--- src/mem_pkg.sv ---
`default_nettype none

package mem_pkg;

    // ~~~~~~~~~~~~~~~~~~~~~~~~~~~~~~
    // Geometry and register map
    // ~~~~~~~~~~~~~~~~~~~~~~~~~~~~~~

    localparam int MMIO_SELECT_BIT = 11;
    localparam int LANE_ADDR_WIDTH = 9;

    typedef logic [31:0]                addr_t;
    typedef logic [31:0]                word_t;
    typedef logic [LANE_ADDR_WIDTH-1:0] lane_addr_t;
    typedef logic [3:0]                 lane_we_t;
    typedef logic [2:0]                 mem_op_t;

    // Byte offsets inside the register block
    localparam addr_t SEG_OFFSET         = 32'h0;
    localparam addr_t UART_DATA_OFFSET   = 32'h4;
    localparam addr_t UART_STATUS_OFFSET = 32'h8;

    // ~~~~~~~~~~~~~~~~~~~~~~~~~~~~~~
    // Operations and control words
    // ~~~~~~~~~~~~~~~~~~~~~~~~~~~~~~

    localparam mem_op_t OP_LB  = 3'd0;
    localparam mem_op_t OP_LBU = 3'd1;
    localparam mem_op_t OP_LH  = 3'd2;
    localparam mem_op_t OP_LHU = 3'd3;
    localparam mem_op_t OP_LW  = 3'd4;
    localparam mem_op_t OP_SB  = 3'd5;
    localparam mem_op_t OP_SH  = 3'd6;
    localparam mem_op_t OP_SW  = 3'd7;

    typedef struct packed {
        logic    valid;
        mem_op_t op;
        logic    is_mmio;
    } stage_ctl_t;

    typedef enum logic [1:0] {
        IDLE,
        ACCESS,
        SETTLE,
        DONE
    } seq_state_t;

    function automatic logic op_is_store(input mem_op_t op);
        return op >= OP_SB;
    endfunction

    // Lanes touched by a store at offset zero
    function automatic lane_we_t op_size_mask(input mem_op_t op);
        case (op)
            OP_SB:   return 4'b0001;
            OP_SH:   return 4'b0011;
            OP_SW:   return 4'b1111;
            default: return 4'b0000;
        endcase
    endfunction

endpackage

`default_nettype wire

--- src/mmio_regs.sv ---
`default_nettype none

module mmio_regs #(
    parameter int MMIO_SELECT_BIT = mem_pkg::MMIO_SELECT_BIT
) (
    input  logic                clk,
    input  logic                rst_n,
    input  mem_pkg::stage_ctl_t ctl_s2,
    input  mem_pkg::addr_t      addr,
    input  mem_pkg::word_t      wdata,
    input  logic                uart_tx_sending,
    output mem_pkg::word_t      read_data,
    output logic [15:0]         seven_segment,
    output logic [8:0]          uart_tx_data
);
    import mem_pkg::*;

    logic [MMIO_SELECT_BIT-1:0] reg_offset;
    addr_t                      reg_sel;
    logic                       access;
    logic                       write;

    assign reg_offset = addr[MMIO_SELECT_BIT-1:0];
    assign reg_sel    = addr_t'(reg_offset);
    assign access     = ctl_s2.valid && ctl_s2.is_mmio;
    assign write      = access && op_is_store(ctl_s2.op);

    always_ff @(posedge clk) begin
        if (!rst_n) begin
            seven_segment <= '0;
            uart_tx_data  <= '0;
        end else if (write) begin
            if (reg_sel == SEG_OFFSET) begin
                seven_segment <= wdata[15:0];
            end
            // A character already on its way out is not overwritten
            if (reg_sel == UART_DATA_OFFSET && !uart_tx_sending) begin
                uart_tx_data <= wdata[8:0];
            end
        end
    end

    // ~~~~~~~~~~~~~~~~~~~~~~~~~~~~~~
    // Read value for stage 3
    // ~~~~~~~~~~~~~~~~~~~~~~~~~~~~~~

    always_ff @(posedge clk) begin
        if (access) begin
            case (reg_sel)
                SEG_OFFSET:         read_data <= {16'h0, seven_segment};
                UART_DATA_OFFSET:   read_data <= {23'h0, uart_tx_data};
                UART_STATUS_OFFSET: read_data <= {31'h0, uart_tx_sending};
                default:            read_data <= '0;
            endcase
        end
    end

endmodule

`default_nettype wire

--- config.mk ---
export PLATFORM = sky130hd
export DESIGN_NAME = mmio_regs
export DESIGN_NICKNAME = d
export VERILOG_FILES = /design/src/mem_pkg.sv /design/src/mmio_regs.sv
export SDC_FILE = /design/constraint.sdc
export NUM_CORES = 1
export LEC_CHECK = 0
export BUFFER_PORTS_ARGS = -buffer_cell sky130_fd_sc_hd__buf_2
export CAP_MARGIN = 40
export CELL_PAD_IN_SITES_DETAIL_PLACEMENT = 2
export CELL_PAD_IN_SITES_GLOBAL_PLACEMENT = 2
export CORE_AREA = 3 3 100 102
export DETAILED_ROUTE_END_ITERATION = 6
export DIE_AREA = 0 0 103 105
export MAX_ROUTING_LAYER = met4
export PLACE_DENSITY = 0.79
export RECOVER_POWER = 25
export SYNTH_ARGS = -nofsm -noshare
export SYNTH_HDL_FRONTEND = slang
export SYNTH_SLANG_ARGS = --single-unit
--- constraint.sdc ---
create_clock -name clk -period 1.95 [get_ports clk]
set_input_delay 0.4875 -clock clk [delete_from_list [all_inputs] [get_ports clk]]
set_output_delay 0.4875 -clock clk [all_outputs]
set_load 0.05 [all_outputs]
* Word level (Yosys, flattened, before mapping)
Cells that the tools add are included.
** Operators by class
- $lt $le $gt $ge :: 1
- Eq/ne operators :: 2
- Mux-type cells :: 1
- Reductions and logical operators :: 7
** Operators with widths (number)
- $pmux 16 s3 :: 1
- $logic_not 32->1 :: 1
- $eq 11x3->1 const B :: 1
- $eq 11x4->1 const B :: 1
- $reduce_and 2->1 :: 2
- $ge 3x3->1 const B :: 1
- $logic_and 1x1->1 :: 3
- $logic_not 1->1 :: 1
** Word-level totals
- Flip-flop bits (word level) :: 57
- Output and inout bits :: 57
- Word-level logic and storage cells :: 14

* Longest topological paths before layout
- Depth in word-level cells :: 3
- Depth in mapped cells :: 6

* Worst setup path after synthesis
OpenSTA, ideal clock, no wires.
- Kind :: input to register
- From :: input port addr[6]
- To :: register seven_segment[5]
- Library setup time :: 0.072 ns
- Data arrival time :: 1.957 ns
- Required time :: 1.878 ns
- Slack :: -0.078 ns
- Stages :: 6
- Cell sequence :: or4_4 and4bb_4 and3_4 buf_12 buf_12 mux2i_1
** On the way
- Cells in the longest elaborated chain, start to end :: 2
** Ends and longest elaborated chain
- from (decl) :: RTL line mmio_regs.sv:9 : input mem_pkg::addr_t addr,
- $logic_not 32->1 :: RTL line mmio_regs.sv:33 : if (reg_sel == SEG_OFFSET) begin
- $reduce_and 2->1 (no source line)
- to (signal assigned) :: RTL line mmio_regs.sv:34 : seven_segment <= wdata[15:0];
- to (decl) :: RTL line mmio_regs.sv:13 : output logic [15:0] seven_segment,
No other way between the ends.
A chain may end at the register's enable or synchronous reset.

* Final worst setup path
- From :: input port addr[10]
- To :: register seven_segment[4]
The elaborated chain is that of the path after synthesis.

==> metrics.yaml <==
grt:
  track_usage_pct: 9.77
  grt_pass1_wl_um: 7940
  grt_pass1_vias: 1613
  antenna_found_initial: 0
  grt_max_degree: 24
  overflow: 0
power_and_ir_drop:
  power_density_mw_per_mm2: 675
  cellLeakagePower_uw: 0.00108
  finalPower_uw: 1630
  irDropWorstVdd_uv: 222
worst_setup_path:
  crit_top_cell: "buf_6"
  cp_slowest_cell: "or4_4"
  arrival_ps: 2120
  crit_chain: "buf_6 -> or4_4 -> buf_6 -> and4bb_4 -> and3_4 -> buf_12 -> mux2i_1"
  critPathKind: "primary input to register"
  cp.required_ps: 2160
  worst-path-buf-inv: 3
  slowest_delay_ps: 540
  worstSetupStartpointType: "primary input"
  cp_top_family: "simple AND/OR/NAND/NOR gates"
  critPathCaptureType: "register"
  crit_fanout: 7
  r2r_setup_slack_ps: 910
timing:
  slew_headroom_pct: 32.4
  rsz0062_at_grt: "false"
  setup_tns_ps: 0
  hold_violations: 0
  holdWs_ps: 446
  fin_crit_sh_pct: 98.1
  setup_viol: 0
  max_freq_mhz: 523
  fin_crit_ps: 1910
  slew_violations: 0
  worstMarginPinSlew_ps: 1010
  finClkSkew_ps: 4.59
clock_network:
  clk_pin_slew_ps: 80
  numCtsBuffers: 5
  clock_path_buffers: 2
  cts_num_sinks: 41
  cts_root_buffer: "clkbuf_8"
  h-tree-depth: 2
  clock_latency_ps: 280
  post_cts_buffers: 0
  cts_tree: "yes"
drt:
  first_pass_iters: 4
  drt-total-wl_um: 5320
  drt_iter0_drc: 47
  vias: 1451
  drc: 0
  vias_per_cell: 4.06
  wire_per_inst_um: 14.9
  antenna_left: 0
cells_and_area:
  final_common_cell: "buf_2"
  diodes: 0
  final_cell_mix: "buf_2 (68), nand2_1 (41), mux2i_1 (26)"
  fin_nets: 318
  drive_above_1_share_pct: 35.4
  areaGrowthSynthToFinish_pct: 33.0
floorplanning:
  start_util_pct: 19.7
  num_rows: 35
  die_y_um: 105
  core_area_mm2: 0.00920
  die_area_mm2: 0.0108
  fp.dieW_um: 103
  pin_count: 129
yosys:
  synthCells: 165
  postSynthRegisterBits: 41
  synth_area_per_cell_um2: 11.0
  yosysSeqAreaShare_pct: 54.0
  synth.distinct_cells: 21
  netlist_area_mm2: 0.00182
  synth_warnings: 0
placed_design:
  gp_congestion: 0.652
  portBuffers: 75
  place_hpwl_um: 4060
flow_run:
  cap_violations: 0
worst_hold_path:
  hp-class: "primary input to register"
outcome:
  status: "finished, final reports clean"
[final timing paths]
kind | startpoint | cells after the start | end
worst max-delay path | addr[10] | 7 | seven_segment[4]
worst min-delay path | wdata[9] | 3 | seven_segment[9]
worst max register to register | uart_tx_data[0] | 4 | read_data[0]
worst min register to register | uart_tx_data[7] | 2 | uart_tx_data[7]
[flip-flops by register name, indices dropped and copies added (netlist names)]
| name | flops |
|---|---|
| read_data | 16 |
| seven_segment | 16 |
| uart_tx_data | 9 |
[per-layer routing]
layer | GRT usage, % | part of all wire, % | vias to the layer above
li1 | - | - | 686
met1 | 10.8 | 40 | 701
met2 | 17.6 | 54 | 58
met3 | 2.20 | 5.5 | 6
met4 | 1.94 | 0.36 | 0
met5 | - | 0 | -
[Yosys cell counts]
master	number	area share (%)
edfxtp_1	16	26
buf_2	2	0.55
buf_4	16	6.6
or4_4	1	0.62
buf_12	2	2.2
mux2i_1	26	14
inv_1	1	0.21
nor4b_1	2	0.97
nand4_1	1	0.34
nor4_1	1	0.34
o21a_1	1	0.41
nor2_1	3	0.62
and3_4	1	0.62
clkbuf_1	6	1.2
dfxtp_1	25	28
and2_1	9	3.1
and4bb_4	1	0.90
conb_1	1	0.21
nand2_1	41	8.5
a22o_1	8	3.9
a31oi_1	1	0.34
[timing repair]
action                     4_1_cts  5_1_grt
setup endpoints to repair        0        2
hold buffers                     0        0
gates resized for setup          0        2
[metrics by stage]
| stage | std cells | instance area (µm²) | setup slack [ps] | util [%] |
|---|---|---|---|---|
| 2_1_floorplan | 180 | 1870 | -78.4 | - |
| 5_1_grt | 357 | 2410 | 4.78 | 26.3 |
| 4_1_cts | 356 | 2390 | 26.2 | 26.0 |
| 6_report | 357 | 2410 | 37.1 | 26.3 |
| 3_3_place_gp | 349 | 2310 | -228 | 25.1 |
| 3_5_place_dp | 349 | 2310 | -276 | 25.1 |
[report_power, final]
| group | total (µW) | internal [µW] | switching, µW | leakage [µW] |
|---|---|---|---|---|
| sequential | 901 | 898 | 2.90 | 0.000351 |
| clock | 522 | 240 | 281 | 0.0000377 |
| combinational | 206 | 46.1 | 160 | 0.000694 |
[worst register-to-register path: stages (launching register included)]
cell and delay (ps):
dfxtp_1 350, mux2i_1 90, nor2_1 100, a31oi_1 50
nor4b_1 280
[cells by family after synthesis]
family          after synthesis  share of synthesized area (%)
buf+inv                      27                           10.8
other cells                   1                          0.207
mux                          26                           14.3
simple gates                 60                           16.0
flops                        41                           54.0
compound gates               10                           4.62
[final cells by class]
type	count	area (µm²)
Sequential cell	41	981
Tap cell	111	139
Fill cell	1036	6780
Clock buffer	5	68.8
Clock inverter	2	11.3
Inverter	1	3.75
Timing Repair Buffer	85	517
Multi-Input combinational cell	112	694
Note: power is estimated with default switching activity, not from simulation.
