File: config.mk
export PLATFORM = sky130hd
export DESIGN_NAME = load_decoder_flat
export DESIGN_NICKNAME = d
export VERILOG_FILES = /design/src/mem_pkg.sv /design/src/lane_bus_if.sv /design/src/load_decoder.sv /design/src/flat_wrapper.sv
export SDC_FILE = /design/constraint.sdc
export NUM_CORES = 1
export LEC_CHECK = 0
export ABC_AREA = 1
export BUFFER_PORTS_ARGS = -buffer_cell sky130_fd_sc_hd__buf_2
export CORE_MARGIN = 2
export CORE_UTILIZATION = 40
export DETAILED_ROUTE_END_ITERATION = 8
export PLACE_DENSITY = 0.78
export SYNTH_ARGS = -nofsm -noshare
export SYNTH_HDL_FRONTEND = slang
export SYNTH_SLANG_ARGS = --single-unit
File: constraint.sdc
create_clock -name vclk -period 1.1
set_input_delay 0.055 -clock vclk [all_inputs]
set_output_delay 0.055 -clock vclk [all_outputs]
set_load 0.02 [all_outputs]
File: src/mem_pkg.sv
`default_nettype none

package mem_pkg;

    // ~~~~~~~~~~~~~~~~~~~~~~~~~~~~~~
    // Geometry and register map
    // ~~~~~~~~~~~~~~~~~~~~~~~~~~~~~~

    localparam int MMIO_SELECT_BIT = 11;
    localparam int LANE_ADDR_WIDTH = 9;

    typedef logic [31:0]                addr_t;
    typedef logic [31:0]                word_t;
    typedef logic [LANE_ADDR_WIDTH-1:0] lane_addr_t;
    typedef logic [3:0]                 lane_we_t;
    typedef logic [2:0]                 mem_op_t;

    // Byte offsets inside the register block
    localparam addr_t SEG_OFFSET         = 32'h0;
    localparam addr_t UART_DATA_OFFSET   = 32'h4;
    localparam addr_t UART_STATUS_OFFSET = 32'h8;

    // ~~~~~~~~~~~~~~~~~~~~~~~~~~~~~~
    // Operations and control words
    // ~~~~~~~~~~~~~~~~~~~~~~~~~~~~~~

    localparam mem_op_t OP_LB  = 3'd0;
    localparam mem_op_t OP_LBU = 3'd1;
    localparam mem_op_t OP_LH  = 3'd2;
    localparam mem_op_t OP_LHU = 3'd3;
    localparam mem_op_t OP_LW  = 3'd4;
    localparam mem_op_t OP_SB  = 3'd5;
    localparam mem_op_t OP_SH  = 3'd6;
    localparam mem_op_t OP_SW  = 3'd7;

    typedef struct packed {
        logic    valid;
        mem_op_t op;
        logic    is_mmio;
    } stage_ctl_t;

    typedef enum logic [1:0] {
        IDLE,
        ACCESS,
        SETTLE,
        DONE
    } seq_state_t;

    function automatic logic op_is_store(input mem_op_t op);
        return op >= OP_SB;
    endfunction

    // Lanes touched by a store at offset zero
    function automatic lane_we_t op_size_mask(input mem_op_t op);
        case (op)
            OP_SB:   return 4'b0001;
            OP_SH:   return 4'b0011;
            OP_SW:   return 4'b1111;
            default: return 4'b0000;
        endcase
    endfunction

endpackage

`default_nettype wire

File: src/lane_bus_if.sv
`default_nettype none

interface lane_bus_if #(
    parameter int ADDR_WIDTH = mem_pkg::LANE_ADDR_WIDTH
) ();
    import mem_pkg::*;

    lane_we_t                   we;
    logic [3:0][ADDR_WIDTH-1:0] addr;
    word_t                      wdata;
    word_t                      rdata;

    modport encoder (
        output we,
        output addr,
        output wdata
    );

    modport ram (
        input  we,
        input  addr,
        input  wdata,
        output rdata
    );

    modport decoder (
        input rdata
    );

endinterface

`default_nettype wire

File: src/load_decoder.sv
`default_nettype none

module load_decoder (
    input  mem_pkg::stage_ctl_t ctl_s3,
    input  logic [1:0]          addr_align,
    lane_bus_if.decoder         lanes,
    output mem_pkg::word_t      load_data
);
    import mem_pkg::*;

    word_t aligned;

    // Undo the store rotation, byte j comes from lane (j + offset) mod 4
    always_comb begin
        logic [1:0] src;

        src = '0;
        for (int j = 0; j < 4; j++) begin
            src = 2'(j) + addr_align;
            aligned[8*j +: 8] = lanes.rdata[8*src +: 8];
        end
    end

    always_comb begin
        case (ctl_s3.op)
            OP_LB: begin
                load_data = {{24{aligned[7]}}, aligned[7:0]};
            end
            OP_LBU: begin
                load_data = {24'h0, aligned[7:0]};
            end
            OP_LH: begin
                load_data = {{16{aligned[15]}}, aligned[15:0]};
            end
            OP_LHU: begin
                load_data = {16'h0, aligned[15:0]};
            end
            default: begin
                // Word loads, stores just see the aligned word
                load_data = aligned;
            end
        endcase
    end

endmodule

`default_nettype wire

File: src/flat_wrapper.sv
// flat-port wrapper written by rule: the top's interface ports become plain ports
module load_decoder_flat import mem_pkg::*;
  (ctl_s3, addr_align, load_data, lanes_rdata);
  lane_bus_if lanes_i ();
  input  mem_pkg::stage_ctl_t ctl_s3;
  input  logic [1:0] addr_align;
  output mem_pkg::word_t load_data;
  input wire logic [$bits(lanes_i.rdata)-1:0] lanes_rdata;
  assign lanes_i.rdata = lanes_rdata;
  load_decoder u_core (.ctl_s3(ctl_s3), .addr_align(addr_align), .lanes(lanes_i), .load_data(load_data));
endmodule
# ---- Yosys cells after proc, flatten, opt, wreduce, memory -nomap -nowiden
# Index checks and enable logic that the tools add are counted.
dict set report word_totals {
  in_bits 39
  elab_cells 12
  mem_count 0
  latchBits 0
  rom_bits 0
  output_inout_bits 32
  ram_bits 0
  reg_bits 0
}
dict set report op_classes {
  n_bitwise 0
  n_reduce_logical 1
  addsub 3
  shifts 4
  n_eq_ne 3
  multipliers 0
  n_div 0
  magnitude_cmp 0
  muxes 1
}
# operator n
set ops {}
lappend ops {{$pmux 32 s4} 1}
lappend ops {{$shiftx 32x6->8} 4}
lappend ops {{$eq 3x2->1 const B} 2}
lappend ops {{$add 2x2->2 const A} 2}
lappend ops {{$eq 3x1->1 const B} 1}
lappend ops {{$logic_not 3->1} 1}
lappend ops {{$add 1x2->2 const A} 1}

# ---- Logic depth before layout (Yosys ltp)
dict set report logic_depth {
  ltp_word 3
  ltp_mapped 9
  ltp_nobuf 6
}

# ---- Worst setup path before layout
# OpenSTA, ideal clock, no wires.
dict set report synth_path {
  kind {input port to output port}
  from {in addr_align[0]}
  to {out load_data[0]}
  t_arrival_ns 1.101
  n_path_buf 3
  stages 8
  setup_slack_ns -0.056
  t_required_ns 1.045
  path_cell_list {buf_4 -> inv_2 -> buf_6 -> buf_6 -> nand2_1 -> nand2_1 -> nor2_1 -> a31oi_1}
}
dict set report synth_between {
  elab_chain_cells 2
}
# item line
set synth_rtl {}
lappend synth_rtl {{start, declared} flat_wrapper.sv:6} ;# input logic [1:0] addr_align;
lappend synth_rtl {{$shiftx 32x6->8} load_decoder.sv:20} ;# aligned[8*j +: 8] = lanes.rdata[8*src +: 8];
lappend synth_rtl {{$pmux 32 s4} load_decoder.sv:25} ;# case (ctl_s3.op)
lappend synth_rtl {{end, declared} flat_wrapper.sv:7} ;# output mem_pkg::word_t load_data;
# No other way between the ends.

# ---- Final worst setup path
dict set report layout_path {
  from {in addr_align[0]}
  to {out load_data[28]}
}
dict set report layout_between {
  elab_chain_cells 3
  word_cells_on_any_way 6
  classes_between {add/sub (2); shift (3); mux (1)}
}
# item line
set layout_rtl {}
lappend layout_rtl {{$add 2x2->2 or $add 1x2->2 (tied branches)} load_decoder.sv:19} ;# src = 2'(j) + addr_align;
lappend layout_rtl {{$shiftx 32x6->8} load_decoder.sv:20}
lappend layout_rtl {{$pmux 32 s4 *} load_decoder.sv:25}
# Mark *: on every way between the ends. The rest lies on a longest branch, timed or not.

==> impl_metrics.tcl <==
set metrics [dict create \
    status "finished with violations" \
    wl_per_cell_um 13.77 \
    worstPathArrival_ns 1.10 \
    setup_viol 18 \
    syn2layout_area_growth_pct 71.76 \
    critPathKind "primary input to output pin" \
    coreArea_sq_mm 0.002978 \
    slew_headroom_pct 85.56 \
    yosys.area_share.xor_xnor_pct 0 \
    grt_pass1_vias 1715 \
    fillers 245 \
    num_antenna_cells 0 \
    ioPinCount 71 \
    synth_nets 303 \
    slew_violations 0 \
    cp_max_fo 6 \
    cp.required_ns 1.04 \
    die_h_um 59.40 \
    syn_inst 264 \
    grt-ovfl-total 0 \
    synth_top_family_by_area "simple AND/OR/NAND/NOR gates" \
    nClkBuffers 0 \
    met2_usage_pct 43.17 \
    crit_family "buffers and inverters" \
    synth_cell_type_count 18 \
    vias 1997 \
    port_buffers 69 \
    busiest_layer "met2" \
    end_kind "output pin" \
    worst-path-buf-inv 4 \
    grt_max_degree 21 \
    layout_min_cycle_time_ns 1.151 \
    synth_area_sq_mm 0.001227 \
    power_frac_comb_pct 100.0 \
    max_stage_delay_ns 0.17 \
    critPathSlowestCell "buf_8" \
    multiInputGateArea_sq_mm 0.001204 \
    postRouteAntennaNets 0 \
    met3_usage_pct 2.402 \
    seq_cell_count 0 \
    p_sw_share_pct 56.86 \
    grtUsageTotal_pct 24.45 \
    drc 0 \
    final_nets 379 \
    die_area_sq_mm 0.003528 \
    antenna_found_initial 0 \
    avgSynthCellArea_sq_um 4.649 \
    fin_area_sq_mm 0.002108 \
    violations "negative setup slack" \
    synth-adder-area-share_pct 0 \
    ir_drop_mv 0.2517 \
    ys_warn_count 0 \
    place_congestion 0.9507 \
    drt-total-wl_mm 5.108 \
    grt.met1_usage_pct 30.80 \
    synthSimpleGateAreaFrac_pct 73.39 \
    rsz0062_at_grt "yes" \
    fin_crit_sh_pct 104.6 \
    p_leak_uw 0.001308 \
    power_density_mw_per_mm2 588.0 \
    hold_class "primary input to output pin" \
    worstMarginPinSlew_ns 0.2166 \
    final.setup.worst_slack_ns -0.05096 \
    drv_cap 0 \
    synth_compound_area_share_pct 3.568 \
    die_w_um 59.40 \
    regArea_sq_um 0 \
    path_cells "buf_12, buf_6, nand2_1, nand2_2, nand2_2, nand3_4, buf_8, nand3_4, buf_6" \
    grt_pass1_wl_mm 6.941 \
    drt-initial-drc-count 134 \
    via_per_inst 5.383 \
    switching_power_uw 704.9 \
    power.internal_uw 534.8 \
    synth.area.mux_share_pct 0 \
    hold_violations 0 \
    clkPwrFrac_pct 0 \
    p_seq_share_pct 0 \
    critPathLaunchType "primary input" \
    post_dp_cell_area_sq_mm 0.001607 \
    rows 20 \
    synth-seq-area-share_pct 0 \
    max_freq_mhz 868.8 \
    drt_pass1_iterations 4 \
    hpwl_mm 3.152 \
    drive_above_1_share_pct 37.87 \
    initial_utilization_pct 41.22 \
    p_total_uw 1240 \
]
-- metrics by stage --
| stage | hold slack (ns) | util [%] | worst slack [ns] | setup TNS [ns] | std cells |
|---|---|---|---|---|---|
| final | 0.5139 | 70.80 | -0.05096 | -0.3084 | 371 |
| after global routing | 0.5458 | 70.80 | -0.06278 | -0.6938 | 371 |
| after CTS | 0.5141 | 60.00 | -0.008407 | -0.03162 | 368 |
| after detailed placement | 0.5134 | 53.95 | -0.1409 | -2.611 | 365 |
| after global placement | 0.5125 | 53.95 | -0.1165 | -1.907 | 365 |
| after floorplan | 0.3592 | - | -0.05606 | -0.3911 | 264 |
-- layout make-up --
| cell class | count | share of cell area (%) |
|---|---|---|
| tap | 33 | 1.958 |
| multi-input combinational | 214 | 57.09 |
| inverter | 34 | 6.884 |
| timing repair buffer | 90 | 34.07 |
-- power groups by stage --
stage                     logic (uW)  registers (uW)  clock network [uW]
after CTS                       1030               0                   0
after detailed placement         910               0                   0
after global placement           901               0                   0
after global routing            1320               0                   0
after floorplan                  613               0                   0
final                           1240               0                   0
-- repair_timing --
| action | CTS | global route |
|---|---|---|
| gates resized for setup | 46 | 68 |
| setup buffers | 0 | 2 |
| hold buffers | 0 | 0 |
| endpoints found under the hold margin | 0 | 0 |
| setup endpoints to repair | 29 | 29 |
| pin swaps | 2 | 21 |
| cloned | 3 | 1 |
-- routing by layer --
layer / share of wire, % / routed length (um)
met1: 38 / 1924
met2: 50 / 2545
met3: 9.6 / 489
met4: 2.9 / 148
met5: 0 / 0
-- path summary, 6_finish.rpt --
path | start | to | cells past startpoint
worst min-delay path | lanes_rdata[20] | load_data[4] | 4
worst max-delay path | addr_align[0] | load_data[28] | 9
-- cells in the mapped netlist, drive strengths merged --
cell | n | area share (%)
nand3 | 60 | 26
a31oi | 7 | 3.6
inv | 34 | 10
clkbuf | 3 | 0.92
nor2 | 8 | 3.8
nor3b | 1 | 0.61
buf | 16 | 12
or2 | 1 | 0.51
and2 | 1 | 0.51
nand2 | 133 | 42
-- logic make-up after synthesis --
group           Yosys count
simple gates            204
buf+inv                  53
compound gates            7
-- layout by cell type (no fill, tap or decap), drive strengths merged --
cell type	instances
buf	90
nor2	8
nand3	63
nor3b	1
inv	33
nand2	133
or2	1
clkinv	1
a31oi	7
and2	1
Note: power is estimated with default switching activity, not from simulation.
