### src/mem_pkg.sv
`default_nettype none

package mem_pkg;

    // ~~~~~~~~~~~~~~~~~~~~~~~~~~~~~~
    // Geometry and register map
    // ~~~~~~~~~~~~~~~~~~~~~~~~~~~~~~

    localparam int MMIO_SELECT_BIT = 11;
    localparam int LANE_ADDR_WIDTH = 9;

    typedef logic [31:0]                addr_t;
    typedef logic [31:0]                word_t;
    typedef logic [LANE_ADDR_WIDTH-1:0] lane_addr_t;
    typedef logic [3:0]                 lane_we_t;
    typedef logic [2:0]                 mem_op_t;

    // Byte offsets inside the register block
    localparam addr_t SEG_OFFSET         = 32'h0;
    localparam addr_t UART_DATA_OFFSET   = 32'h4;
    localparam addr_t UART_STATUS_OFFSET = 32'h8;

    // ~~~~~~~~~~~~~~~~~~~~~~~~~~~~~~
    // Operations and control words
    // ~~~~~~~~~~~~~~~~~~~~~~~~~~~~~~

    localparam mem_op_t OP_LB  = 3'd0;
    localparam mem_op_t OP_LBU = 3'd1;
    localparam mem_op_t OP_LH  = 3'd2;
    localparam mem_op_t OP_LHU = 3'd3;
    localparam mem_op_t OP_LW  = 3'd4;
    localparam mem_op_t OP_SB  = 3'd5;
    localparam mem_op_t OP_SH  = 3'd6;
    localparam mem_op_t OP_SW  = 3'd7;

    typedef struct packed {
        logic    valid;
        mem_op_t op;
        logic    is_mmio;
    } stage_ctl_t;

    typedef enum logic [1:0] {
        IDLE,
        ACCESS,
        SETTLE,
        DONE
    } seq_state_t;

    function automatic logic op_is_store(input mem_op_t op);
        return op >= OP_SB;
    endfunction

    // Lanes touched by a store at offset zero
    function automatic lane_we_t op_size_mask(input mem_op_t op);
        case (op)
            OP_SB:   return 4'b0001;
            OP_SH:   return 4'b0011;
            OP_SW:   return 4'b1111;
            default: return 4'b0000;
        endcase
    endfunction

endpackage

`default_nettype wire

### src/mem_sequencer.sv
`default_nettype none

module mem_sequencer #(
    parameter int MMIO_SELECT_BIT = mem_pkg::MMIO_SELECT_BIT
) (
    input  logic                clk,
    input  logic                rst_n,
    input  logic                req,
    input  mem_pkg::mem_op_t    op,
    input  mem_pkg::addr_t      addr,
    output logic                ack,
    output mem_pkg::stage_ctl_t ctl_s2,
    output mem_pkg::stage_ctl_t ctl_s3
);
    import mem_pkg::*;

    seq_state_t state;
    seq_state_t state_next;

    // One request walks IDLE, ACCESS, SETTLE, DONE, one state per edge
    always_comb begin
        state_next = state;
        case (state)
            IDLE: begin
                if (req) begin
                    state_next = ACCESS;
                end
            end
            ACCESS: state_next = SETTLE;
            SETTLE: state_next = DONE;
            DONE: begin
                if (!req) begin
                    state_next = IDLE;
                end
            end
            default: state_next = IDLE;
        endcase
    end

    always_ff @(posedge clk) begin
        if (!rst_n) begin
            state  <= IDLE;
            ack    <= 1'b0;
            ctl_s2 <= '0;
            ctl_s3 <= '0;
        end else begin
            state <= state_next;
            // Raised one edge into DONE and dropped on the edge that sees req low
            ack <= (state == DONE) && req;

            if (state == IDLE && req) begin
                ctl_s2.valid   <= 1'b1;
                ctl_s2.op      <= op;
                ctl_s2.is_mmio <= addr[MMIO_SELECT_BIT];
            end else begin
                ctl_s2.valid <= 1'b0;
            end

            // Stage 2 word moves on unchanged, so stage 3 is valid only in SETTLE
            ctl_s3 <= ctl_s2;
        end
    end

    // The request must have been held through the whole access before ack rises
    ack_follows_req: assert property (
        @(posedge clk) disable iff (!rst_n)
        $rose(ack) |-> $past(req) && $past(req, 3)
    ) else $error("ack rose without a held request");

endmodule

`default_nettype wire

### config.mk
export PLATFORM = sky130hd
export DESIGN_NAME = mem_sequencer
export DESIGN_NICKNAME = d
export VERILOG_FILES = /design/src/mem_pkg.sv /design/src/mem_sequencer.sv
export SDC_FILE = /design/constraint.sdc
export NUM_CORES = 1
export LEC_CHECK = 0
export BUFFER_PORTS_ARGS = -buffer_cell sky130_fd_sc_hd__buf_2
export CAP_MARGIN = 20
export CORE_MARGIN = 5
export CORE_UTILIZATION = 31
export CTS_CLUSTER_DIAMETER = 200
export DETAILED_ROUTE_END_ITERATION = 6
export PLACE_DENSITY_LB_ADDON = 0.1
export SLEW_MARGIN = 20
export SYNTH_ARGS = -nofsm -noshare
export SYNTH_HDL_FRONTEND = slang
export SYNTH_SLANG_ARGS = --single-unit
### constraint.sdc
create_clock -name clk -period 1.1 [get_ports clk]
set_input_delay 0.055 -clock clk [delete_from_list [all_inputs] [get_ports clk]]
set_output_delay 0.055 -clock clk [all_outputs]
set_load 0.01 [all_outputs]
# == Yosys cells after proc, flatten, opt, wreduce, memory -nomap -nowiden ==
# Index checks and enable logic that the tools add are counted.
# word_totals
reg_bits,13
inputBits,38
out_inout_bits,11
# classes
n_eq_ne,5
n_mux,4
n_reduce_logical,4
# ops
operator,count
$pmux W2 S4,1
$eq A2 B2 Y1 const B,2
$mux W2,2
$ne A2 B2 Y1 const B,2
$eq A2 B1 Y1 const B,1
$logic_and A1 B1 Y1,2
$logic_not A2 Y1,1
$reduce_and A2 Y1,1
$mux W1,1

# == Depth between registers and ports, before layout ==
# depth
word_depth,3
depth_mapped,4
depth_no_buf,4

# == Worst setup path before layout ==
# No wires, ideal clock.
# synth_path
path_kind,reg-to-reg
start,reg state[0]
end,reg state[0]
arrival_time_ns,1.079
required_ns,1.028
path_slack_ns,-0.050
path_stages_with_launch,5
n_path_buf,0
cell_sequence,dfxtp_1 > inv_1 > ha_1 > mux2i_1 > mux2i_1
# synth_via
elab_chain_len,3
# synth_lines
element,line,rtl
from (decl),mem_sequencer.sv:17,seq_state_t state;
from (signal assigned),mem_sequencer.sv:47,state <= state_next;
$eq A2 B2 Y1 / $logic_not A2 Y1 (equally long branches),mem_sequencer.sv:23,case (state)
$ne A2 B2 Y1 (no line),-,
$reduce_and A2 Y1 (no line),-,
# Parallel ways exist; a longest one is shown, timed or not.
# A chain may end at the register's enable or synchronous reset.

# == Worst setup path in the final report ==
# layout_path
start,reg state[0]
end,reg ctl_s2[1] (netlist name)
# layout_via
elab_chain_len,2
# layout_lines
element,line,rtl
$logic_not A2 Y1,mem_sequencer.sv:51,if (state == IDLE && req) begin
$logic_and A1 B1 Y1,mem_sequencer.sv:51,
to (decl),mem_sequencer.sv:12,"output mem_pkg::stage_ctl_t ctl_s2,"
# Every way passes these cells.

==> metrics.md <==
| Metric | Value |
|---|---|
| Status | `finished, final reports clean` |
| Yosys warnings | `0` |
| Slew headroom | `84.00%` |
| Compound-cell area share of the yosys netlist | `12.75%` |
| Number of diodes | `0` |
| Post-synth EDFFs | `0` |
| Worst Path Arrival | `1.22 ns` |
| Top post-synthesis cells by area | `dfxtp_1 (51%), ha_1 (9.8%), and2_1 (6.1%)` |
| I/O pin count | `49` |
| PortBufs | `17` |
| First-pass GRT wire length | `1580 um` |
| Met3 WL post-DR | `81 um` |
| Clk buf depth | `2` |
| Worst-path clk slew | `0.08 ns` |
| Final period util | `96.45%` |
| CP Capture Type | `flip-flop` |
| Final hold vios | `0` |
| Hpwl dp | `724.8 um` |
| WL met2 | `457 um` |
| Setup-failing EPs final | `0` |
| Max Clock Skew | `0.009756 ns` |
| CTS Buf Count | `3` |
| GRT Total Usage | `8.084%` |
| Cell count after synthesis | `47` |
| Metal-1 WL | `450 um` |
| Die Wd | `50.58 um` |
| Via count | `385` |
| Commonest cells in the netlist | `dfxtp_1 (13), and2_1 (5), and3_1 (5)` |
| Sequential element share of the synthesized area | `50.98%` |
| CTS sink count | `13` |
| Pin count of the biggest net entering global routing | `16` |
| Syn Nets | `89` |
| Vias/cell | `4.477` |
| RSZ-0062 raised after global routing | `true` |
| WS Path Type | `reg2reg` |
| Simple-gate portion of the synthesized area | `15.93%` |
| Cells on worst reg2reg path | `4` |
| Tmin final | `1.061 ns` |
| Top cell type by total area after synthesis | `dfxtp_1` |
| Area growth syn-to-layout | `40.20%` |
| Top layer in use | `met3` |
| Vias in the first global route | `351` |
| Synth Cell Area | `510.5 sq um` |
| Post-route ant nets | `0` |
| DRT iter0 DRCs | `0` |
| Pre-antenna DRT Iters | `1` |
| Overflow after GRT | `0` |
| Top-count cell post-synth | `dfxtp_1` |
| Hold Crit Class | `in2reg` |
| Worst ir drop on vdd | `1.227 mV` |
| Distinct cell type count after synthesis | `13` |
| Mux share of post-synthesis cell area | `5.882%` |
| Worst hold slack | `0.1165 ns` |
| Worst-Margin Slew | `0.2400 ns` |
| Post-Synth XOR/XNOR Area | `0%` |
| Row Count | `14` |
| Largest family of logic cells by synthesized area | `simple AND/OR/NAND/NOR gates` |
| Core footprint | `0.001541 sq mm` |
| Final wirelength | `989 um` |
| Number of synthesized register bits | `13` |
| Worst-path maximum fanout | `10` |
| Fmax | `942.6 MHz` |
| Crit path to | `ctl_s2[1]$_SDFFE_PN0P_` |
| Setup crit start kind | `flip-flop` |
| Initial core utilization | `33.12%` |
| Leakage | `0.3465 nW` |
| Initial antenna violation count | `0` |
| CP Launch Point | `state[0]$_SDFFE_PN0P_` |
| Pwr Density | `2218 mW/mm^2` |
| Die outline height | `50.58 um` |
| Max-cap viol count | `0` |
| Critical Path RT | `1.26 ns` |
| # H-tree levels | `1` |
| Pins Over Slew Limit | `0` |
| Per-cell routed wire length | `11.50 um` |
| Synth async-reset ratio | `0%` |
| Adder-Cell Fraction of Synth Area | `9.804%` |
| CTS tree | `done` |
| Critical R2R Capture | `ctl_s2[1]$_SDFFE_PN0P_` |
| NumNets Final | `113` |
| Post-synth top flop | `dfxtp_1` |
| Residual DRC | `0` |
| Clk root buf | `clkbuf_4` |
| Die area | `0.002558 sq mm` |
| GP Congestion | `0.7655` |
| Synth top area share | `50.98%` |
| Layout cells sized above 1 | `50.00%` |
| Reg2Reg Setup Slack | `0.04 ns` |
| Finished Core Util | `46.43%` |
| Mean Syn Cell Area | `10.86 sq um` |
| Setup TNS Final | `0 ns` |
| Reg-to-reg startpoint | `state[0]$_SDFFE_PN0P_` |
| Worst skew pair latency | `0.27 ns` |
metal layers:
metal / global-route usage (%) / vias up
li1: - / 203
met1: 9.381 / 170
met2: 12.40 / 12
met3: 5.621 / 0
met4: 1.277 / 0
met5: 0 / -
cell usage in the layout (no fill, tap or decap), drive strengths merged, types with 2 or more instances in the layout:
master | netlist | layout
o21a | 4 | 4
clkbuf | 0 | 4
and2 | 5 | 5
dfxtp | 13 | 13
ha | 4 | 4
inv | 2 | 2
and3 | 6 | 6
mux2i | 3 | 3
buf | 2 | 21
a21boi | 4 | 4
nand2 | 3 | 3
what timing repair did:
item / in CTS / in global routing
pin swaps: 0 / 1
resized for setup: 6 / 9
endpoints found under the hold margin: 0 / 0
gates cloned: 0 / 0
hold buffers: 0 / 0
endpoints found under the setup margin: 6 / 5
buffers inserted: 0 / 0
cell families (layout without fill, tap and decap cells):
logic type / count (synthesis) / after routing
compound gates: 9 / 9
fa+ha+maj: 4 / 4
buf+inv: 4 / 27
flops: 13 / 13
mux: 3 / 3
simple gates: 14 / 14
registers in the layout (all words and copies together) (netlist names):
signal / flops
ack: 1
ctl_s2: 5
ctl_s3: 5
state: 2
area by class of cell:
class	count	area (sq um)
repair buffers	21	118.9
multi-input cells	30	275.3
well taps	16	20.02
flip-flops and latches	13	265.3
inverters	2	10.01
clock buffers	4	26.28
fillers	158	825.8
how the worst min path moves through the flow:
stage | start | to | slack (ns) | cells after the start
finish | addr[11] | ctl_s2[0]$_SDFFE_PN0P_ | 0.12 | 3
floorplan | rst_n | state[0]$_SDFFE_PN0P_ | 0.20 | 2
CTS | addr[11] | ctl_s2[0]$_SDFFE_PN0P_ | 0.11 | 3
detailed placement | addr[11] | ctl_s2[0]$_SDFFE_PN0P_ | 0.40 | 3
global placement | addr[11] | ctl_s2[0]$_SDFFE_PN0P_ | 0.41 | 3
global route | addr[11] | ctl_s2[0]$_SDFFE_PN0P_ | 0.12 | 3
stage by stage:
stage | cell area, sq um | total power [mW] | std cells | setup slack, ns
CTS | 685.7 | 1.525 | 86 | 0.002979
global route | 715.7 | 1.711 | 86 | -0.01342
global placement | 635.6 | 1.146 | 82 | -0.04663
finish | 715.7 | 1.587 | 86 | 0.03909
detailed placement | 635.6 | 1.144 | 82 | -0.04719
floorplan | 516.7 | 0.9231 | 47 | 0.02609
worst max-delay path, stage by stage (launching register included):
cell     delay, ns
dfxtp_4       0.38
inv_4         0.04
ha_4          0.18
and3_4        0.17
o21a_1        0.17
power breakdown:
group,total (mW),internal (mW),switching (mW)
Combinational,0.658,0.369,0.289
Clock,0.286,0.140,0.146
Sequential,0.643,0.574,0.0695
Total,1.59,1.08,0.504
Power figures use the tool's default switching activity.
