[src/mem_pkg.sv]
`default_nettype none

package mem_pkg;

    // ~~~~~~~~~~~~~~~~~~~~~~~~~~~~~~
    // Geometry and register map
    // ~~~~~~~~~~~~~~~~~~~~~~~~~~~~~~

    localparam int MMIO_SELECT_BIT = 11;
    localparam int LANE_ADDR_WIDTH = 9;

    typedef logic [31:0]                addr_t;
    typedef logic [31:0]                word_t;
    typedef logic [LANE_ADDR_WIDTH-1:0] lane_addr_t;
    typedef logic [3:0]                 lane_we_t;
    typedef logic [2:0]                 mem_op_t;

    // Byte offsets inside the register block
    localparam addr_t SEG_OFFSET         = 32'h0;
    localparam addr_t UART_DATA_OFFSET   = 32'h4;
    localparam addr_t UART_STATUS_OFFSET = 32'h8;

    // ~~~~~~~~~~~~~~~~~~~~~~~~~~~~~~
    // Operations and control words
    // ~~~~~~~~~~~~~~~~~~~~~~~~~~~~~~

    localparam mem_op_t OP_LB  = 3'd0;
    localparam mem_op_t OP_LBU = 3'd1;
    localparam mem_op_t OP_LH  = 3'd2;
    localparam mem_op_t OP_LHU = 3'd3;
    localparam mem_op_t OP_LW  = 3'd4;
    localparam mem_op_t OP_SB  = 3'd5;
    localparam mem_op_t OP_SH  = 3'd6;
    localparam mem_op_t OP_SW  = 3'd7;

    typedef struct packed {
        logic    valid;
        mem_op_t op;
        logic    is_mmio;
    } stage_ctl_t;

    typedef enum logic [1:0] {
        IDLE,
        ACCESS,
        SETTLE,
        DONE
    } seq_state_t;

    function automatic logic op_is_store(input mem_op_t op);
        return op >= OP_SB;
    endfunction

    // Lanes touched by a store at offset zero
    function automatic lane_we_t op_size_mask(input mem_op_t op);
        case (op)
            OP_SB:   return 4'b0001;
            OP_SH:   return 4'b0011;
            OP_SW:   return 4'b1111;
            default: return 4'b0000;
        endcase
    endfunction

endpackage

`default_nettype wire

[src/lane_bus_if.sv]
`default_nettype none

interface lane_bus_if #(
    parameter int ADDR_WIDTH = mem_pkg::LANE_ADDR_WIDTH
) ();
    import mem_pkg::*;

    lane_we_t                   we;
    logic [3:0][ADDR_WIDTH-1:0] addr;
    word_t                      wdata;
    word_t                      rdata;

    modport encoder (
        output we,
        output addr,
        output wdata
    );

    modport ram (
        input  we,
        input  addr,
        input  wdata,
        output rdata
    );

    modport decoder (
        input rdata
    );

endinterface

`default_nettype wire

[src/lane_encoder.sv]
`default_nettype none

module lane_encoder #(
    parameter int LANE_ADDR_WIDTH = mem_pkg::LANE_ADDR_WIDTH
) (
    input  mem_pkg::stage_ctl_t ctl_s2,
    input  mem_pkg::addr_t      addr,
    input  mem_pkg::word_t      wdata,
    lane_bus_if.encoder         lanes
);
    import mem_pkg::*;

    logic [1:0]                 offset;
    logic [LANE_ADDR_WIDTH-1:0] word_addr;
    logic [LANE_ADDR_WIDTH-1:0] next_word_addr;
    lane_we_t                   size_mask;
    logic                       write_ram;

    assign offset         = addr[1:0];
    assign word_addr      = addr[LANE_ADDR_WIDTH+1:2];
    assign next_word_addr = word_addr + 1'b1;
    assign size_mask      = op_size_mask(ctl_s2.op);
    assign write_ram      = ctl_s2.valid && op_is_store(ctl_s2.op) && !ctl_s2.is_mmio;

    // Byte k of the store lands on lane (k + offset) mod 4. Lanes below the
    // offset hold the bytes that spill into the following word
    always_comb begin
        logic [1:0] src;

        src = '0;
        for (int i = 0; i < 4; i++) begin
            src = 2'(i) - offset;
            lanes.addr[i]         = (2'(i) < offset) ? next_word_addr : word_addr;
            lanes.wdata[8*i +: 8] = wdata[8*src +: 8];
            lanes.we[i]           = write_ram && size_mask[src];
        end
    end

endmodule

`default_nettype wire

[src/flat_wrapper.sv]
// flat-port wrapper written by rule: the top's interface ports become plain ports
module lane_encoder_flat import mem_pkg::*;
#(
    parameter int LANE_ADDR_WIDTH = mem_pkg::LANE_ADDR_WIDTH
)
  (ctl_s2, addr, wdata, lanes_we, lanes_addr, lanes_wdata);
  lane_bus_if lanes_i ();
  input  mem_pkg::stage_ctl_t ctl_s2;
  input  mem_pkg::addr_t addr;
  input  mem_pkg::word_t wdata;
  output wire logic [$bits(lanes_i.we)-1:0] lanes_we;
  output wire logic [$bits(lanes_i.addr)-1:0] lanes_addr;
  output wire logic [$bits(lanes_i.wdata)-1:0] lanes_wdata;
  assign lanes_we = lanes_i.we;
  assign lanes_addr = lanes_i.addr;
  assign lanes_wdata = lanes_i.wdata;
  lane_encoder #(.LANE_ADDR_WIDTH(LANE_ADDR_WIDTH)) u_core (.ctl_s2(ctl_s2), .addr(addr), .wdata(wdata), .lanes(lanes_i));
endmodule
[config.mk]
export PLATFORM = sky130hd
export DESIGN_NAME = lane_encoder_flat
export DESIGN_NICKNAME = d
export VERILOG_FILES = /design/src/mem_pkg.sv /design/src/lane_bus_if.sv /design/src/lane_encoder.sv /design/src/flat_wrapper.sv
export SDC_FILE = /design/constraint.sdc
export NUM_CORES = 1
export LEC_CHECK = 0
export BUFFER_PORTS_ARGS = -buffer_cell sky130_fd_sc_hd__buf_2
export CORE_MARGIN = 2
export CORE_UTILIZATION = 42
export DETAILED_ROUTE_END_ITERATION = 10
export PLACE_DENSITY = 0.94
export SYNTH_ARGS = -nofsm -noshare
export SYNTH_HDL_FRONTEND = slang
export SYNTH_SLANG_ARGS = --single-unit
[constraint.sdc]
create_clock -name vclk -period 2.4
set_clock_uncertainty 0.05 [all_clocks]
set_input_delay 0.24 -clock vclk [all_inputs]
set_output_delay 0.24 -clock vclk [all_outputs]
set_load 0.01 [all_outputs]
======== Yosys cells after proc, flatten, opt, wreduce, memory -nomap -nowiden ========
Cells that the tools add are included.
operators by class
  reductions and logical operators ........ 7
  shift operators ......................... 4
  magnitude comparators ................... 9
  muxes and demuxes ....................... 13
  $add $sub $neg .......................... 5
  equality and inequality tests ........... 3
operator list
  kind                                                         number
  variable part select 32 x 6 -> 8 bit                         4
  two-way mux 9 bit                                            4
  less-than comparator 2 x 3 -> 1 bit (second input constant)  4
  case mux 4 bit (3 select lines)                              1
  adder 9 x 1 -> 9 bit (second input constant)                 1
  equality test 3 bit (second input constant)                  3
  binary-select mux 1 bit (select 2 bit)                       4
  logical AND 1 bit                                            6
  less-than comparator 1 x 2 -> 1 bit (first input constant)   2
  less-than comparator 2 bit (first input constant)            2
  two-way mux 1 bit                                            4
  subtractor 1 x 2 -> 2 bit (first input constant)             2
  subtractor 2 bit (first input constant)                      2
  greater-or-equal comparator 3 bit (second input constant)    1
  zero test 1 bit                                              1
word-level totals
  input port bits ......................... 69
  word-level logic and storage cells ...... 41
  bits in registers ....................... 0

======== Depth between registers and ports, before layout ========
  depth after elaboration ................. 5
  mapped depth ............................ 8
  depth with buffers taken out ............ 4

======== Worst setup path before layout ========
Ideal clock, no wire load.
  kind .................................... input-to-output
  from .................................... input addr[0]
  to ...................................... output lanes_wdata[0]
  slack ................................... 0.524 ns
  required time ........................... 2.110 ns
  path buffers ............................ 3
  stages .................................. 6
  data arrival time ....................... 1.586 ns
  cell sequence ........................... buf_6 > buf_2 > inv_1 > ha_1 > buf_6 > mux4_2
between the ends
  word-level cells in the longest chain between the ends .. 2
RTL lines
  what                                  line                source
  start: declaration                    flat_wrapper.sv:9   input mem_pkg::addr_t addr;
  subtractor 1 x 2 -> 2 bit             lane_encoder.sv:32  src = 2'(i) - offset;
  variable part select 32 x 6 -> 8 bit  lane_encoder.sv:34  lanes.wdata[8*i +: 8] = wdata[8*src +: 8];
  end: declaration                      flat_wrapper.sv:13  output wire logic [$bits(lanes_i.wdata)-1:0] lanes_wdata;
No other way between the ends.

======== Final worst setup path ========
  from .................................... input addr[1]
  to ...................................... output lanes_wdata[0]
The elaborated chain is that of the path after synthesis.

==> impl_metrics.py <==
metrics = {
    "status": {
        "status": "finished, final reports clean",
    },
    "worst_setup_path": {
        "start_kind": "primary input",
        "required_ps": 2110,
        "cp-end-kind": "output port",
        "worst-path-max-fanout": 18,
        "crit_arrival_ps": 1810,
        "crit_path_frequent_cell": "buf_2",
        "crit_chain": "buf_2 > inv_1 > ha_1 > buf_4 > mux4_2 > buf_2",
        "slowest_stage": "mux4_2",
        "cpPeakStageDelay_ps": 530,
        "critPathKind": "primary input to output port",
    },
    "timing": {
        "maxSlewHeadroom": 0.668,
        "min_period_ps": 2100,
        "finalMaxSlewViolations": 0,
        "tns_ps": 0,
        "timing.hold.ws_ps": 703,
        "setup_viol": 0,
        "tightestPinTransition_ps": 498,
        "rsz0062_at_grt": "no",
        "fmax_ghz": 0.475,
        "finalCritPeriodShare": 0.876,
        "hold_viol": 0,
    },
    "routing": {
        "drtAntennaViolNets": 0,
        "num_vias": 1513,
        "viasPerCell": 5.50,
        "drt_iter0_markers": 112,
        "wl_per_cell_microns": 14.4,
        "remaining_drc_errors": 0,
        "wl_microns": 3960,
        "first_pass_iters": 4,
    },
    "floorplan": {
        "die_h_microns": 63.3,
        "die_area_sq_um": 4010,
        "core_area_sq_um": 3360,
        "io_pins": 141,
        "die_x_microns": 63.3,
        "placementRows": 21,
        "initial_core_util": 0.439,
    },
    "finish": {
        "fin_area_sq_um": 1970,
        "nets": 303,
        "n_antenna_cell": 0,
        "drive_above_1_share": 0.677,
        "area_growth_pct": 33.3,
        "seqCellArea_sq_um": 0,
        "seq_cell_count": 0,
        "nClkBuffers": 0,
    },
    "placement": {
        "dpl.hpwl_microns": 3250,
        "gp_congestion": 0.731,
        "place_area_sq_um": 1970,
        "io_buffers": 120,
    },
    "synthesis": {
        "yosysSeqAreaShare": 0,
        "syn_area_sq_um": 1480,
        "yosys_warnings": 0,
        "syn_area_per_cell_sq_um": 11.1,
        "ys_types": 30,
        "synth_nets": 205,
        "synthCells": 133,
    },
    "power": {
        "leakage_nw": 0.928,
        "ir_drop_mv": 0.0958,
        "powerDensity_nw_per_um2": 224,
        "p_total_mw": 0.441,
    },
    "global_route": {
        "grt_max_degree": 35,
        "grt_antenna_before_repair": 0,
        "grt_overflow": 0,
        "grt_usage": 0.191,
        "grt_pass1_wl_microns": 6370,
        "grt_pass1_vias": 1403,
    },
    "job": {
        "maxCapViolCount": 0,
    },
    "clocking": {
        "cts-resized-gates": 0,
        "cts_setup_buffers": 0,
        "cts-hold-fix-buffers": 0,
    },
    "hold_path": {
        "hold_path.class": "primary input to output port",
    },
}
==> routing by layer <==
layer,up-vias,GRT usage,wire length [microns]
met5,-,0,0
met4,0,0,0
met3,0,0.0179,330
met2,86,0.374,2050
met1,724,0.242,1590
li1,703,-,-
==> final timing paths <==
check | from | end | slack (ps) | cells past startpoint
min | addr[10] | lanes_addr[35] | 700 | 2
max | addr[1] | lanes_wdata[0] | 300 | 6
==> critical path, delay by kind of cell <==
family	cells	cell delay (ps)
adder cells (fa/ha/maj)	1	290
buffers and inverters	4	740
multiplexers	1	530
==> placed cells by master, fill, tap and decap left out, types with 2 or more instances in the layout <==
cell / n
inv_1: 4
or3_1: 2
mux4_2: 26
buf_2: 120
buf_4: 3
nor2_1: 4
xor2_1: 11
ha_1: 3
a21oi_1: 3
nor2b_1: 2
xnor2_1: 13
nor3_1: 5
nand2b_1: 2
nand4_1: 3
nand2_1: 9
mux4_1: 6
o21ai_0: 2
mux2_2: 3
==> Yosys cell counts, drive strengths merged <==
library cell,number,area [sq um]
o21a,1,7.51
a21oi,3,15.0
nor4b,1,23.8
nand2b,2,12.5
o2111ai,1,8.76
and3,1,6.26
nor3,5,25.0
nor2,4,15.0
xor2,11,96.3
nand3,1,10.0
o21ai,2,10.0
mux4,32,743
xnor2,13,114
ha,3,37.5
nand4,4,40.0
nand2,9,33.8
inv,4,15.0
buf,25,180
nor2b,2,12.5
o21bai,1,7.51
nand4b,1,8.76
mux2,3,33.8
or3,2,12.5
clkbuf,2,8.75
==> kinds of logic after synthesis <==
logic type                 synth area share
AOI/OAI and AO/OA                    0.0330
xor gates and xnor gates              0.142
adders and majority gates            0.0254
buffers and inverters                 0.138
muxes                                 0.526
and+or+nand+nor                       0.135
==> stage by stage <==
| stage | utilization | setup WS [ps] | std cells |
|---|---|---|---|
| after CTS | 0.586 | 258 | 275 |
| after global placement | 0.586 | 281 | 275 |
| after global routing | 0.586 | 143 | 275 |
| after floorplan | - | 524 | 133 |
| after detailed placement | 0.586 | 263 | 275 |
| final | 0.586 | 297 | 275 |
==> layout make-up <==
class | instances | area (sq um)
Fill cell | 313 | 1390
Tap cell | 46 | 57.6
Timing Repair Buffer | 123 | 623
Inverter | 4 | 15.0
Multi-Input combinational cell | 102 | 1270
==> power breakdown <==
group | internal, mW | switching, mW | leakage [nW]
combinational | 0.226 | 0.216 | 0.928
sequential | 0 | 0 | 0
clock | 0 | 0 | 0
No activity file was read; power rests on OpenSTA's default activity.
